`config.mk`:
```
export PLATFORM = sky130hd
export DESIGN_NAME = spi_bridge
export DESIGN_NICKNAME = d
export VERILOG_FILES = /design/src/source/bridge_cmd_pkg.sv /design/src/source/spi_seq_pkg.sv /design/src/source/spi_bridge.sv /design/src/source/spi_byte_shifter.sv /design/src/source/spi_cmd_collector.sv /design/src/source/spi_rx_uploader.sv /design/src/source/spi_transfer_seq.sv
export VERILOG_INCLUDE_DIRS = /design/src /design/src/include
export SDC_FILE = /design/constraint.sdc
export NUM_CORES = 1
export LEC_CHECK = 0
export BUFFER_PORTS_ARGS = -buffer_cell sky130_fd_sc_hd__buf_2
export CAP_MARGIN = 20
export CORE_MARGIN = 5
export CORE_UTILIZATION = 54
export CTS_CLUSTER_DIAMETER = 200
export DETAILED_ROUTE_END_ITERATION = 8
export PLACE_DENSITY = 0.79
export SYNTH_ARGS = -nofsm -noshare
export SYNTH_HDL_FRONTEND = slang
export SYNTH_HIERARCHICAL = 1
export SYNTH_SLANG_ARGS = --single-unit
```
`constraint.sdc`:
```
create_clock -name clk -period 7.2 [get_ports clk]
set_input_delay 1.44 -clock clk [delete_from_list [all_inputs] [get_ports clk]]
set_output_delay 1.44 -clock clk [all_outputs]
set_load 0.05 [all_outputs]
```
`src/include/spi_bridge_cfg.svh`:
```
`ifndef SPI_BRIDGE_CFG_SVH
`define SPI_BRIDGE_CFG_SVH

// bytes held by each of the tx and rx buffers
`define SPI_BUF_DEPTH 16

// system clocks per half period of sclk
`define SPI_CLK_DIV 2

`endif

```
`src/source/bridge_cmd_pkg.sv`:
```
package bridge_cmd_pkg;

    // opcode routed to the spi bridge
    localparam logic [7:0] CMD_SPI_WRITE = 8'h11;

    // tag carried on every upload byte
    localparam logic [7:0] UPLOAD_SOURCE_SPI = 8'h03;

    // payload header layout
    localparam int HDR_BYTES      = 2;
    localparam int HDR_WR_LEN_IDX = 0;  // write length byte
    localparam int HDR_RD_LEN_IDX = 1;  // read length byte

endpackage

```
`src/source/spi_seq_pkg.sv`:
```
package spi_seq_pkg;

    // command collector
    localparam logic [1:0] COL_IDLE    = 2'd0;
    localparam logic [1:0] COL_COLLECT = 2'd1;
    localparam logic [1:0] COL_PARSE   = 2'd2;

    // transfer sequencer
    localparam logic [1:0] SEQ_IDLE   = 2'd0;
    localparam logic [1:0] SEQ_ISSUE  = 2'd1;
    localparam logic [1:0] SEQ_WAIT   = 2'd2;
    localparam logic [1:0] SEQ_FINISH = 2'd3;

    // rx uploader
    localparam logic [1:0] UP_IDLE = 2'd0;
    localparam logic [1:0] UP_SEND = 2'd1;
    localparam logic [1:0] UP_GAP  = 2'd2;

endpackage

```
`src/source/spi_bridge.sv`:
```
`timescale 1ns/10ps
`include "spi_bridge_cfg.svh"

module spi_bridge (
    input  logic        clk,
    input  logic        rst_n,
    input  logic [7:0]  i_cmd_type,
    input  logic [15:0] i_cmd_length,
    input  logic        i_cmd_start,
    input  logic [7:0]  i_cmd_data,
    input  logic [15:0] i_cmd_data_index,
    input  logic        i_cmd_data_valid,
    input  logic        i_cmd_done,
    output logic        o_cmd_ready,
    output logic        o_spi_clk,
    output logic        o_spi_cs_n,
    output logic        o_spi_mosi,
    input  logic        i_spi_miso,
    input  logic        i_upload_ready,
    output logic        o_upload_valid,
    output logic [7:0]  o_upload_data,
    output logic [7:0]  o_upload_source,
    output logic        o_upload_active
);
    localparam int ADDR_W = $clog2(`SPI_BUF_DEPTH);

    logic              xfer_start;
    logic              xfer_done;
    logic [7:0]        wr_len;
    logic [7:0]        rd_len;
    logic [ADDR_W-1:0] tx_rd_index;
    logic [7:0]        tx_rd_byte;
    logic [ADDR_W-1:0] rx_rd_index;
    logic [7:0]        rx_rd_byte;
    logic              rx_ready;
    logic [7:0]        rx_len;
    logic              upload_finish;
    logic              busy_done;

    // write only commands end at the transfer, others after the upload
    assign busy_done = upload_finish | (xfer_done & (rd_len == 8'd0));

    spi_cmd_collector u_collector (
        .clk              (clk),
        .rst_n            (rst_n),
        .i_cmd_type       (i_cmd_type),
        .i_cmd_length     (i_cmd_length),
        .i_cmd_start      (i_cmd_start),
        .i_cmd_data       (i_cmd_data),
        .i_cmd_data_index (i_cmd_data_index),
        .i_cmd_data_valid (i_cmd_data_valid),
        .i_cmd_done       (i_cmd_done),
        .i_busy_done      (busy_done),
        .i_tx_rd_index    (tx_rd_index),
        .o_tx_rd_byte     (tx_rd_byte),
        .o_cmd_ready      (o_cmd_ready),
        .o_xfer_start     (xfer_start),
        .o_wr_len         (wr_len),
        .o_rd_len         (rd_len)
    );

    spi_transfer_seq u_seq (
        .clk           (clk),
        .rst_n         (rst_n),
        .i_xfer_start  (xfer_start),
        .i_wr_len      (wr_len),
        .i_rd_len      (rd_len),
        .o_tx_rd_index (tx_rd_index),
        .i_tx_rd_byte  (tx_rd_byte),
        .i_rx_rd_index (rx_rd_index),
        .o_rx_rd_byte  (rx_rd_byte),
        .o_rx_ready    (rx_ready),
        .o_rx_len      (rx_len),
        .o_xfer_done   (xfer_done),
        .o_spi_cs_n    (o_spi_cs_n),
        .o_spi_clk     (o_spi_clk),
        .o_spi_mosi    (o_spi_mosi),
        .i_spi_miso    (i_spi_miso)
    );

    spi_rx_uploader u_uploader (
        .clk             (clk),
        .rst_n           (rst_n),
        .i_rx_ready      (rx_ready),
        .i_rx_len        (rx_len),
        .o_rx_rd_index   (rx_rd_index),
        .i_rx_rd_byte    (rx_rd_byte),
        .i_upload_ready  (i_upload_ready),
        .o_upload_valid  (o_upload_valid),
        .o_upload_data   (o_upload_data),
        .o_upload_source (o_upload_source),
        .o_upload_active (o_upload_active),
        .o_upload_finish (upload_finish)
    );

endmodule

```
`src/source/spi_byte_shifter.sv`:
```
`timescale 1ns/10ps
`include "spi_bridge_cfg.svh"

module spi_byte_shifter #(
    parameter int DIV_W = $clog2(`SPI_CLK_DIV + 1)
) (
    input  logic       clk,
    input  logic       rst_n,
    input  logic       i_start,
    input  logic [7:0] i_tx_byte,
    input  logic       i_cs_active,
    output logic [7:0] o_rx_byte,
    output logic       o_done,
    output logic       o_spi_clk,
    output logic       o_spi_mosi,
    input  logic       i_spi_miso
);
    logic             active;
    logic [DIV_W-1:0] div_cnt;
    logic [3:0]       edge_cnt;  // 16 sclk edges per byte
    logic             sclk;
    logic             toggle;
    logic [7:0]       tx_sreg;
    logic [7:0]       rx_sreg;

    assign toggle = active && (div_cnt == DIV_W'(`SPI_CLK_DIV - 1));

    assign o_spi_clk  = sclk;
    assign o_spi_mosi = i_cs_active & tx_sreg[7];  // msb first, idle low
    assign o_rx_byte  = rx_sreg;

    always_ff @(posedge clk or negedge rst_n) begin
        if (!rst_n) begin
            active   <= 1'b0;
            div_cnt  <= '0;
            edge_cnt <= 4'd0;
            sclk     <= 1'b0;
            o_done   <= 1'b0;
        end else begin
            o_done <= 1'b0;
            if (i_start && !active) begin
                active   <= 1'b1;
                div_cnt  <= '0;
                edge_cnt <= 4'd0;
            end else if (toggle) begin
                div_cnt  <= '0;
                sclk     <= !sclk;
                edge_cnt <= edge_cnt + 4'd1;
                if (edge_cnt == 4'd15) begin  // last falling edge
                    active <= 1'b0;
                    o_done <= 1'b1;
                end
            end else if (active) begin
                div_cnt <= div_cnt + 1'b1;
            end
        end
    end

    always_ff @(posedge clk) begin
        if (i_start && !active)
            tx_sreg <= i_tx_byte;
        else if (toggle && sclk)
            tx_sreg <= {tx_sreg[6:0], 1'b0};  // falling edge shifts next bit out
        if (toggle && !sclk)
            rx_sreg <= {rx_sreg[6:0], i_spi_miso};  // sample on rising edge
    end

    a_no_restart: assert property (@(posedge clk) disable iff (!rst_n)
        active |-> !i_start)
        else $error("byte start while shifter busy");

endmodule

```
`src/source/spi_cmd_collector.sv`:
```
`timescale 1ns/10ps
`include "spi_bridge_cfg.svh"

module spi_cmd_collector
    import bridge_cmd_pkg::*, spi_seq_pkg::*;
#(
    parameter int ADDR_W = $clog2(`SPI_BUF_DEPTH)
) (
    input  logic              clk,
    input  logic              rst_n,
    input  logic [7:0]        i_cmd_type,
    input  logic [15:0]       i_cmd_length,
    input  logic              i_cmd_start,
    input  logic [7:0]        i_cmd_data,
    input  logic [15:0]       i_cmd_data_index,
    input  logic              i_cmd_data_valid,
    input  logic              i_cmd_done,
    input  logic              i_busy_done,
    input  logic [ADDR_W-1:0] i_tx_rd_index,
    output logic [7:0]        o_tx_rd_byte,
    output logic              o_cmd_ready,
    output logic              o_xfer_start,
    output logic [7:0]        o_wr_len,
    output logic [7:0]        o_rd_len
);
    localparam int DEPTH = `SPI_BUF_DEPTH;

    logic [1:0]      state;
    logic            busy;  // transfer or upload still running
    logic [7:0]      tx_buf [DEPTH];
    logic [8:0]      hdr_wr_end;
    logic            hdr_ok;
    logic [ADDR_W:0] rd_addr;

    // header plus write data must fit, read data must fit
    assign hdr_wr_end = {1'b0, tx_buf[HDR_WR_LEN_IDX]} + 9'(HDR_BYTES);
    assign hdr_ok = (hdr_wr_end <= 9'(DEPTH)) && ({1'b0, tx_buf[HDR_RD_LEN_IDX]} <= 9'(DEPTH));

    assign rd_addr = {1'b0, i_tx_rd_index} + (ADDR_W + 1)'(HDR_BYTES);  // skip header
    assign o_tx_rd_byte = (rd_addr < (ADDR_W + 1)'(DEPTH)) ? tx_buf[rd_addr[ADDR_W-1:0]] : 8'h00;

    assign o_cmd_ready = (state == COL_COLLECT) || ((state == COL_IDLE) && !busy);

    always_ff @(posedge clk or negedge rst_n) begin
        if (!rst_n) begin
            state        <= COL_IDLE;
            busy         <= 1'b0;
            o_xfer_start <= 1'b0;
            o_wr_len     <= 8'h00;
            o_rd_len     <= 8'h00;
        end else begin
            o_xfer_start <= 1'b0;
            if (i_busy_done)
                busy <= 1'b0;
            case (state)
                COL_IDLE: begin
                    if (i_cmd_start && !busy && (i_cmd_type == CMD_SPI_WRITE) &&
                        (i_cmd_length >= 16'd2))
                        state <= COL_COLLECT;
                end
                COL_COLLECT: begin
                    if (i_cmd_done)
                        state <= COL_PARSE;
                end
                COL_PARSE: begin
                    if (hdr_ok) begin
                        o_wr_len     <= tx_buf[HDR_WR_LEN_IDX];
                        o_rd_len     <= tx_buf[HDR_RD_LEN_IDX];
                        o_xfer_start <= 1'b1;
                        busy         <= 1'b1;
                    end
                    state <= COL_IDLE;  // bad header is dropped silently
                end
                default: state <= COL_IDLE;
            endcase
        end
    end

    // out of range indices are ignored
    always_ff @(posedge clk) begin
        if ((state == COL_COLLECT) && i_cmd_data_valid && (i_cmd_data_index < 16'(DEPTH)))
            tx_buf[i_cmd_data_index[ADDR_W-1:0]] <= i_cmd_data;
    end

    // one transaction at a time until the downstream side reports done
    a_single_xfer: assert property (@(posedge clk) disable iff (!rst_n)
        o_xfer_start |=> (!o_xfer_start until_with i_busy_done))
        else $error("xfer_start issued while previous transfer busy");

endmodule

```
`src/source/spi_rx_uploader.sv`:
```
`timescale 1ns/10ps
`include "spi_bridge_cfg.svh"

module spi_rx_uploader
    import bridge_cmd_pkg::*, spi_seq_pkg::*;
#(
    parameter int ADDR_W = $clog2(`SPI_BUF_DEPTH)
) (
    input  logic              clk,
    input  logic              rst_n,
    input  logic              i_rx_ready,
    input  logic [7:0]        i_rx_len,
    output logic [ADDR_W-1:0] o_rx_rd_index,
    input  logic [7:0]        i_rx_rd_byte,
    input  logic              i_upload_ready,
    output logic              o_upload_valid,
    output logic [7:0]        o_upload_data,
    output logic [7:0]        o_upload_source,
    output logic              o_upload_active,
    output logic              o_upload_finish
);
    logic [1:0] state;
    logic [7:0] idx;
    logic [7:0] len;
    logic       gap_cnt;  // two idle cycles after each byte

    // byte stays put while ready is low
    assign o_upload_valid  = (state == UP_SEND) && i_upload_ready;
    assign o_rx_rd_index   = idx[ADDR_W-1:0];
    assign o_upload_data   = i_rx_rd_byte;
    assign o_upload_source = UPLOAD_SOURCE_SPI;

    always_ff @(posedge clk or negedge rst_n) begin
        if (!rst_n) begin
            state           <= UP_IDLE;
            idx             <= 8'd0;
            len             <= 8'd0;
            gap_cnt         <= 1'b0;
            o_upload_active <= 1'b0;
            o_upload_finish <= 1'b0;
        end else begin
            o_upload_finish <= 1'b0;
            case (state)
                UP_IDLE: begin
                    if (i_rx_ready) begin
                        len             <= i_rx_len;
                        idx             <= 8'd0;
                        o_upload_active <= 1'b1;
                        state           <= UP_SEND;
                    end
                end
                UP_SEND: begin
                    if (i_upload_ready) begin
                        idx     <= idx + 8'd1;
                        gap_cnt <= 1'b0;
                        state   <= UP_GAP;
                    end
                end
                UP_GAP: begin
                    if (!gap_cnt) begin
                        gap_cnt <= 1'b1;
                    end else if (idx == len) begin
                        o_upload_active <= 1'b0;
                        o_upload_finish <= 1'b1;
                        state           <= UP_IDLE;
                    end else begin
                        state <= UP_SEND;
                    end
                end
                default: state <= UP_IDLE;
            endcase
        end
    end

    a_upload_pace: assert property (@(posedge clk) disable iff (!rst_n)
        o_upload_valid |=> (!o_upload_valid ##1 !o_upload_valid))
        else $error("upload pulses closer than three cycles");

endmodule

```
`src/source/spi_transfer_seq.sv`:
```
`timescale 1ns/10ps
`include "spi_bridge_cfg.svh"

module spi_transfer_seq
    import bridge_cmd_pkg::*, spi_seq_pkg::*;
#(
    parameter int ADDR_W = $clog2(`SPI_BUF_DEPTH)
) (
    input  logic              clk,
    input  logic              rst_n,
    input  logic              i_xfer_start,
    input  logic [7:0]        i_wr_len,
    input  logic [7:0]        i_rd_len,
    output logic [ADDR_W-1:0] o_tx_rd_index,
    input  logic [7:0]        i_tx_rd_byte,
    input  logic [ADDR_W-1:0] i_rx_rd_index,
    output logic [7:0]        o_rx_rd_byte,
    output logic              o_rx_ready,
    output logic [7:0]        o_rx_len,
    output logic              o_xfer_done,
    output logic              o_spi_cs_n,
    output logic              o_spi_clk,
    output logic              o_spi_mosi,
    input  logic              i_spi_miso
);
    localparam int DEPTH = `SPI_BUF_DEPTH;

    logic [1:0] state;
    logic [7:0] byte_idx;  // position in the whole transaction
    logic [8:0] total;
    logic       in_write;
    logic       tx_in_buf;
    logic [7:0] rx_idx;
    logic       byte_start;
    logic [7:0] byte_tx;
    logic       byte_done;
    logic [7:0] byte_rx;
    logic [7:0] rx_buf [DEPTH];

    assign total     = {1'b0, i_wr_len} + {1'b0, i_rd_len};
    assign in_write  = byte_idx < i_wr_len;
    assign tx_in_buf = byte_idx < 8'(DEPTH - HDR_BYTES);
    assign rx_idx    = byte_idx - i_wr_len;

    assign o_tx_rd_index = byte_idx[ADDR_W-1:0];
    assign o_rx_rd_byte  = rx_buf[i_rx_rd_index];

    always_ff @(posedge clk or negedge rst_n) begin
        if (!rst_n) begin
            state       <= SEQ_IDLE;
            byte_idx    <= 8'd0;
            o_spi_cs_n  <= 1'b1;
            byte_start  <= 1'b0;
            byte_tx     <= 8'h00;
            o_xfer_done <= 1'b0;
            o_rx_ready  <= 1'b0;
            o_rx_len    <= 8'd0;
        end else begin
            byte_start  <= 1'b0;
            o_xfer_done <= 1'b0;
            o_rx_ready  <= 1'b0;
            case (state)
                SEQ_IDLE: begin
                    if (i_xfer_start) begin
                        byte_idx <= 8'd0;
                        if (total == 9'd0) begin
                            state <= SEQ_FINISH;  // empty transaction, cs stays high
                        end else begin
                            o_spi_cs_n <= 1'b0;
                            state      <= SEQ_ISSUE;
                        end
                    end
                end
                SEQ_ISSUE: begin
                    byte_tx    <= (in_write && tx_in_buf) ? i_tx_rd_byte : 8'h00;
                    byte_start <= 1'b1;
                    state      <= SEQ_WAIT;
                end
                SEQ_WAIT: begin
                    if (byte_done) begin
                        byte_idx <= byte_idx + 8'd1;
                        state    <= ({1'b0, byte_idx} + 9'd1 == total) ? SEQ_FINISH : SEQ_ISSUE;
                    end
                end
                SEQ_FINISH: begin
                    o_spi_cs_n  <= 1'b1;
                    o_xfer_done <= 1'b1;
                    o_rx_ready  <= (i_rd_len != 8'd0);
                    o_rx_len    <= i_rd_len;
                    state       <= SEQ_IDLE;
                end
                default: state <= SEQ_IDLE;
            endcase
        end
    end

    // read phase bytes land at offset zero
    always_ff @(posedge clk) begin
        if ((state == SEQ_WAIT) && byte_done && !in_write && (rx_idx < 8'(DEPTH)))
            rx_buf[rx_idx[ADDR_W-1:0]] <= byte_rx;
    end

    spi_byte_shifter u_shifter (
        .clk         (clk),
        .rst_n       (rst_n),
        .i_start     (byte_start),
        .i_tx_byte   (byte_tx),
        .i_cs_active (!o_spi_cs_n),
        .o_rx_byte   (byte_rx),
        .o_done      (byte_done),
        .o_spi_clk   (o_spi_clk),
        .o_spi_mosi  (o_spi_mosi),
        .i_spi_miso  (i_spi_miso)
    );

    a_cs_framed: assert property (@(posedge clk) disable iff (!rst_n)
        (o_spi_clk || byte_done) |-> !o_spi_cs_n)
        else $error("sclk activity outside chip select");

endmodule

```
==> out/results.txt, run 1 <==
width of the die -> 179.0 um
dominant cells by area after synthesis -> sky130_fd_sc_hd__edfxtp_1, sky130_fd_sc_hd__dfrtp_1, sky130_fd_sc_hd__mux4_2, sky130_fd_sc_hd__mux2_2, sky130_fd_sc_hd__ha_1
detailed-placement wirelength estimate -> 19,510 um
register-to-register setup slack -> 2860 ps
antenna-violating nets left -> 0
Die Area -> 32,050 um^2
portion of netlist area occupied by mux cells -> 13.89%
RePlAce Congestion -> 0.8070
cell type of the slowest stage on the worst timing path -> sky130_fd_sc_hd__mux4_2
Setup CP Type -> register to output pin
launch instance of the worst register-to-register path -> u_seq/byte_idx[0]$_DFFE_PN0P_
crit path DAT -> 3000 ps
Worst R2R End -> u_seq/rx_buf[15][7]$_DFFE_PP_
number of DRC markers in iteration 0 -> 623
Fmax -> 0.2251 GHz
area added between synthesis and finish -> 11.75%
setup slack of the critical path after layout -> 2758 ps
worst hold path startpoint -> u_seq/o_rx_len[7]$_DFFE_PN0P_
detailed-route vias per instance -> 5.913
clk sinks -> 352
Cell Count, Final, Fillers Out -> 1,430
H-tree level count -> 2
largest incremental delay on the critical path -> 650 ps
CP Max Fanout -> 27
number of resized instances in the post-cts repair step -> 0
most frequent cells in the layout -> sky130_fd_sc_hd__edfxtp_1, sky130_fd_sc_hd__dfrtp_1, sky130_fd_sc_hd__mux4_2
simple-gate area share of the yosys netlist -> 7.908%
number of flops mapped to enable cells by yosys -> 272
final max-slew violation count -> 0
CTS hold repair buffers -> 0
Root Buffer Master -> sky130_fd_sc_hd__clkbuf_16
Synth Instances -> 950
most common cell after layout, fill and taps aside -> sky130_fd_sc_hd__edfxtp_1
PortBufs -> 67
total global routing track utilization -> 19.41%
proportion of layout cells with a drive suffix above 1 -> 26.05%
mean area per synthesized cell -> 16.24 um^2
biggest area consumer among synthesized cells -> sky130_fd_sc_hd__edfxtp_1
Synth Flop Type -> sky130_fd_sc_hd__edfxtp_1
PD cells -> 275.9 nW/um^2
Leak Pwr -> 6.089 nW
required arrival time at the worst endpoint -> 5760 ps
Max IR drop VDD -> 0.2150 mV
layout filler cell count -> 1,990
largest family of logic cells by synthesized area -> multiplexers
total area of multi-input combinational cells -> 4781 um^2
share of the synthesized area in the top cell type -> 52.94%
worst min-delay path category -> register to register
total of max-cap violations -> 0
post-synthesis instance area -> 15,430 um^2
number of endpoints with negative hold slack in the final report -> 0
Register-to-Register Path Depth -> 11
clock insertion delay at the later pin of the skew report -> 510 ps
CTS max path bufs -> 3
number of buffers created by CTS -> 36
final number of setup-violating endpoints -> 0
pin count of the biggest net entering global routing -> 74
Distinct cells, synth -> 79
Synth Area in Adders -> 1.963%
run status -> complete, no violations
XOR/XNOR share of the synthesized area -> 2.474%
Cell Chain, Critical Path -> buf_4 > mux4_2 > mux4_2 > buf_2
RSZ-0062 raised after global routing -> false
vias -> 8,456
clock-pin transition on the worst setup and hold timing paths -> 60 ps
startpoint type of the worst setup path -> register
DP Worst Slack -> 2888 ps
postcts setup bufs -> 0
final total power -> 4.757 mW
initial antenna violation count -> 0
endpoint type of the worst setup path -> output pin
Synthesis Warnings -> 6
CTS tree -> yes
ports placed on the boundary -> 77
actual transition at the worst max-transition pin -> 1119 ps
row cnt -> 61
cell seen most often among critical-path stages -> sky130_fd_sc_hd__mux4_2
flop and latch count out of synthesis -> 352
total negative slack for setup checks -> 0 ps
vias in the first global route -> 8,635
Period minus WS final -> 4442 ps
Worst setup startpoint -> u_uploader/idx[0]$_DFFE_PN0P_
DR WL/cell -> 21.17 um
worst hold endpoint -> u_uploader/len[7]$_DFFE_PN0P_
Hold WS -> 485.9 ps
share of the synthesized area in compound gates (AO/OA/AOI/OAI) -> 4.517%
core region area -> 28,010 um^2
first-pass GRT wire length -> 47,540 um
number of diodes added for antenna fixing -> 0
number of cells after detailed placement -> 1,364
final clock period utilization by the worst path -> 61.69%
initial standard-cell utilization of the core -> 55.08%
cell depth of the worst hold path -> 1
grt total ovfl -> 0
nets@finish -> 1,104
total iterations of the first detailed-routing run -> 5
normalized max-slew margin -> 25.21%
Die Height -> 179.0 um
FFs w/ async S/R, synth -> 22.73%
final setup skew -> 15.72 ps
sequential cell area in the final layout -> 10,170 um^2
sequential fraction of the synthesis area -> 65.93%
Remaining DRCs -> 0
Total Routed Length -> 30,270 um
==> per-layer routing <==
layer	wire, um	vias up	global-route usage, %
met3	1783	71	3.248
li1	-	3841	-
met1	11850	4223	24.42
met4	993	0	6.652
met2	15640	321	34.28
met5	0	-	0
==> Yosys cell counts (5+ instances only) <==
library cell	count
sky130_fd_sc_hd__edfxtp_1	272
sky130_fd_sc_hd__dfrtp_1	79
sky130_fd_sc_hd__mux4_2	72
sky130_fd_sc_hd__nor2_1	47
sky130_fd_sc_hd__nand2_1	44
sky130_fd_sc_hd__inv_1	32
sky130_fd_sc_hd__nor3_1	29
sky130_fd_sc_hd__xnor2_1	27
sky130_fd_sc_hd__mux2_2	25
sky130_fd_sc_hd__buf_4	24
sky130_fd_sc_hd__ha_1	21
sky130_fd_sc_hd__o21ai_0	20
sky130_fd_sc_hd__mux2i_1	18
sky130_fd_sc_hd__nand3_1	18
sky130_fd_sc_hd__a21oi_1	14
sky130_fd_sc_hd__o2111ai_1	14
sky130_fd_sc_hd__buf_2	13
sky130_fd_sc_hd__clkbuf_1	13
sky130_fd_sc_hd__nor4_1	11
sky130_fd_sc_hd__xor2_1	11
sky130_fd_sc_hd__nor2b_1	10
sky130_fd_sc_hd__o22ai_1	10
sky130_fd_sc_hd__a22o_1	9
sky130_fd_sc_hd__nand4_1	9
sky130_fd_sc_hd__nor4b_1	7
sky130_fd_sc_hd__and3_1	6
sky130_fd_sc_hd__nand2b_1	5
==> worst max-delay path: cells and delay by family, from the launching register on <==
family / cells / cell delay [ps]
buffers and inverters: 2 / 760
multiplexers: 2 / 1150
flip-flops: 1 / 570
==> worst max path at each step <==
stage / cells after the start / end / slack, ps
3_3_place_gp: 11 / u_seq/rx_buf[15][7]$_DFFE_PP_ / 2980
2_1_floorplan: 6 / o_upload_data[0] / 3520
6_report: 4 / o_upload_data[3] / 2760
4_1_cts: 4 / o_upload_data[3] / 2700
5_1_grt: 11 / u_seq/rx_buf[15][0]$_DFFE_PP_ / 2510
3_5_place_dp: 11 / u_seq/rx_buf[15][7]$_DFFE_PP_ / 2890
==> report_power, final <==
group	leakage (nW)	internal, mW	switching [mW]
Sequential	3.54	2.20	0.0742
Combinational	1.98	0.292	0.395
Clock	0.567	1.08	0.722
==> cell type report <==
cell class | count | share of cell area (%)
flip-flops and latches | 352 | 59.01
multi-input cells | 510 | 27.73
clock buffers | 52 | 6.045
repair buffers | 94 | 3.121
well taps | 378 | 2.743
inverters | 32 | 0.6967
clock inverters | 12 | 0.6532
==> kinds of logic after synthesis <==
kind of cell | Yosys count
xor gates and xnor gates | 41
other | 2
muxes | 119
adders and majority gates | 23
DFF | 352
and+or+nand+nor | 219
AOI/OAI and AO/OA | 100
buffers and inverters | 94
==> through the flow <==
| step | cell area, um^2 | util, % |
|---|---|---|
| finish | 17240 | 61.55 |
| global route | 17240 | 61.55 |
| CTS | 17230 | 61.50 |
| detailed placement | 16070 | 57.38 |
| global placement | 16070 | 57.38 |
| floorplan | 15450 | - |
Note: power is estimated with default switching activity, not from simulation.
==> run 2: changes to the inputs <==
--- a/config.mk
+++ b/config.mk
@@ -12,7 +12,7 @@
 export CORE_UTILIZATION = 54
 export CTS_CLUSTER_DIAMETER = 200
 export DETAILED_ROUTE_END_ITERATION = 8
-export PLACE_DENSITY = 0.79
+export PLACE_DENSITY = 0.81
 export SYNTH_ARGS = -nofsm -noshare
 export SYNTH_HDL_FRONTEND = slang
 export SYNTH_HIERARCHICAL = 1
==> constraint.sdc (replaced) <==
create_clock -name clk -period 3.9 [get_ports clk]
set_input_delay 0.78 -clock clk [delete_from_list [all_inputs] [get_ports clk]]
set_output_delay 0.78 -clock clk [all_outputs]
set_load 0.05 [all_outputs]
==> out/results.txt, run 2 (synthesis gave the netlist of run 1 again) <==
Setup CP Type -> register to output pin
detailed-route vias per instance -> 5.897 (-0.27%)
row cnt -> 61 (unchanged)
H-tree level count -> 2 (unchanged)
Worst R2R End -> u_seq/rx_buf[1][0]$_DFFE_PP_
Register-to-Register Path Depth -> 13 (+2)
total of max-cap violations -> 0 (unchanged)
Root Buffer Master -> sky130_fd_sc_hd__clkbuf_16
worst min-delay path category -> input port to asynchronous set/reset pin
vias -> 8,451 (-0.059%)
detailed-placement wirelength estimate -> 19,840 um (+1.7%)
endpoint type of the worst setup path -> output pin
actual transition at the worst max-transition pin -> 992.0 ps (-126.9 ps)
Max IR drop VDD -> 0.3926 mV (+83%)
clock-pin transition on the worst setup and hold timing paths -> 60 ps (about the same)
DR WL/cell -> 21.07 um (-0.46%)
number of diodes added for antenna fixing -> 0 (unchanged)
pin count of the biggest net entering global routing -> 81 (+9.5%)
post-detailed-placement cell area -> 16,100 um^2 (+0.17%)
core utilization of the finished layout -> 61.74% (+0.19 points)
Die Height -> 179.0 um (unchanged)
setup slack of the critical path after layout -> 401.9 ps (-2356 ps)
Remaining DRCs -> 0 (unchanged)
crit path DAT -> 2720 ps (-280 ps)
final number of setup-violating endpoints -> 0 (unchanged)
number of resized instances in the post-cts repair step -> 0 (unchanged)
area added between synthesis and finish -> 12.10%
clock insertion delay at the later pin of the skew report -> 520 ps (about the same)
CP Max Fanout -> 28 (+3.7%)
postcts setup bufs -> 0 (unchanged)
antenna-violating nets left -> 0 (unchanged)
most common cell after layout, fill and taps aside -> sky130_fd_sc_hd__edfxtp_1
total negative slack for setup checks -> 0 ps (unchanged)
number of buffers created by CTS -> 36 (unchanged)
register-to-register setup slack -> 660 ps (-2200 ps)
CTS hold repair buffers -> 0 (unchanged)
final design instance area without fill -> 17,290 um^2 (+0.31%)
nets@finish -> 1,107 (+0.27%)
most frequent cells in the layout -> sky130_fd_sc_hd__edfxtp_1, sky130_fd_sc_hd__dfrtp_1, sky130_fd_sc_hd__mux4_2
DP Worst Slack -> 777.9 ps (-2110 ps)
Fmax -> 0.2859 GHz
number of endpoints with negative hold slack in the final report -> 0 (unchanged)
CTS max path bufs -> 3 (unchanged)
launch instance of the worst register-to-register path -> u_seq/byte_idx[0]$_DFFE_PN0P_
initial antenna violation count -> 0 (unchanged)
run status -> complete, no violations
number of DRC markers in iteration 0 -> 637 (+2.2%)
CTS tree -> yes
width of the die -> 179.0 um (unchanged)
initial standard-cell utilization of the core -> 55.08% (unchanged)
RePlAce Congestion -> 0.7742 (-4.1%)
ports placed on the boundary -> 77 (unchanged)
Period minus WS final -> 3498 ps
final max-slew violation count -> 0 (unchanged)
final setup skew -> 24.30 ps (+8.573 ps)
Die Area -> 32,050 um^2 (unchanged)
required arrival time at the worst endpoint -> 3120 ps (-2640 ps)
total global routing track utilization -> 19.28% (-0.13 points)
final clock period utilization by the worst path -> 89.70%
Leak Pwr -> 6.115 nW (+0.43%)
startpoint type of the worst setup path -> register
clk sinks -> 352 (unchanged)
core region area -> 28,010 um^2 (unchanged)
PD cells -> 507.8 nW/um^2 (+84%)
normalized max-slew margin -> 33.62% (+8.4 points)
PortBufs -> 67 (unchanged)
vias in the first global route -> 8,606 (-0.34%)
first-pass GRT wire length -> 47,160 um (-0.80%)
RSZ-0062 raised after global routing -> false
total iterations of the first detailed-routing run -> 5 (unchanged)
grt total ovfl -> 0 (unchanged)
Total Routed Length -> 30,190 um (-0.25%)
proportion of layout cells with a drive suffix above 1 -> 26.35% (+0.31 points)
==> run 2: cell types whose count changed in the layout (fill, tap and decap cells not counted), moves of 2 or more <==
cell                       change
sky130_fd_sc_hd__clkbuf_1      -6
sky130_fd_sc_hd__clkbuf_8      -3
sky130_fd_sc_hd__clkinv_1      +5
sky130_fd_sc_hd__inv_6         +2
==> run 2: routing by layer <==
metal / part of all wire [%] / global-route usage (%) / up-vias
li1: - / - / 3829
met2: 53 / 34.91 / 276
met5: 0 / 0 / -
met3: 5.0 / 2.741 / 58
met1: 39 / 24.40 / 4288
met4: 2.2 / 5.309 / 0
==> run 2: layout make-up <==
cell class,instances,area [um^2]
Fill cell,1974,10720
Clock buffer,42,953.4
Multi-Input combinational cell,510,4781
Inverter,32,120.1
Sequential cell,352,10170
Tap cell,378,473.0
Timing Repair Buffer,97,593.1
Clock inverter,22,200.2
==> run 2: through the flow <==
step	power, mW	cells	hold slack (ps)
4_1_cts	8.874	1430	442.7
2_1_floorplan	5.358	956	444.4
6_report	8.782	1433	86.22
5_1_grt	9.109	1433	76.44
3_5_place_dp	5.552	1366	481.4
3_3_place_gp	5.533	1366	460.7
==> run 2: power breakdown <==
part | leakage (nW) | switching, mW | total [mW] | internal, mW
combinational | 2.01 | 0.717 | 1.27 | 0.556
clock | 0.567 | 1.37 | 3.32 | 1.96
sequential | 3.54 | 0.132 | 4.19 | 4.06
total | 6.12 | 2.22 | 8.78 | 6.57
==> run 2: worst max-delay path: stages, from the launching register on <==
cell	delay [ps]
sky130_fd_sc_hd__dfrtp_2	570
sky130_fd_sc_hd__buf_12	280
sky130_fd_sc_hd__mux4_2	590
sky130_fd_sc_hd__mux4_2	500
sky130_fd_sc_hd__buf_2	230
==> run 2: how the worst max path moves through the flow <==
stage / from / to / slack, ps / cells after the start
2_1_floorplan: u_seq/byte_idx[0]$_DFFE_PN0P_ / u_seq/rx_buf[15][0]$_DFFE_PP_ / 540 / 10
3_3_place_gp: u_seq/byte_idx[0]$_DFFE_PN0P_ / u_seq/rx_buf[6][0]$_DFFE_PP_ / 870 / 13
3_5_place_dp: u_collector/o_wr_len[0]$_DFFE_PN0P_ / u_seq/rx_buf[7][0]$_DFFE_PP_ / 780 / 12
4_1_cts: u_uploader/idx[0]$_DFFE_PN0P_ / o_upload_data[1] / 360 / 4
5_1_grt: u_uploader/idx[0]$_DFFE_PN0P_ / o_upload_data[1] / 290 / 4
6_report: u_uploader/idx[0]$_DFFE_PN0P_ / o_upload_data[1] / 400 / 4
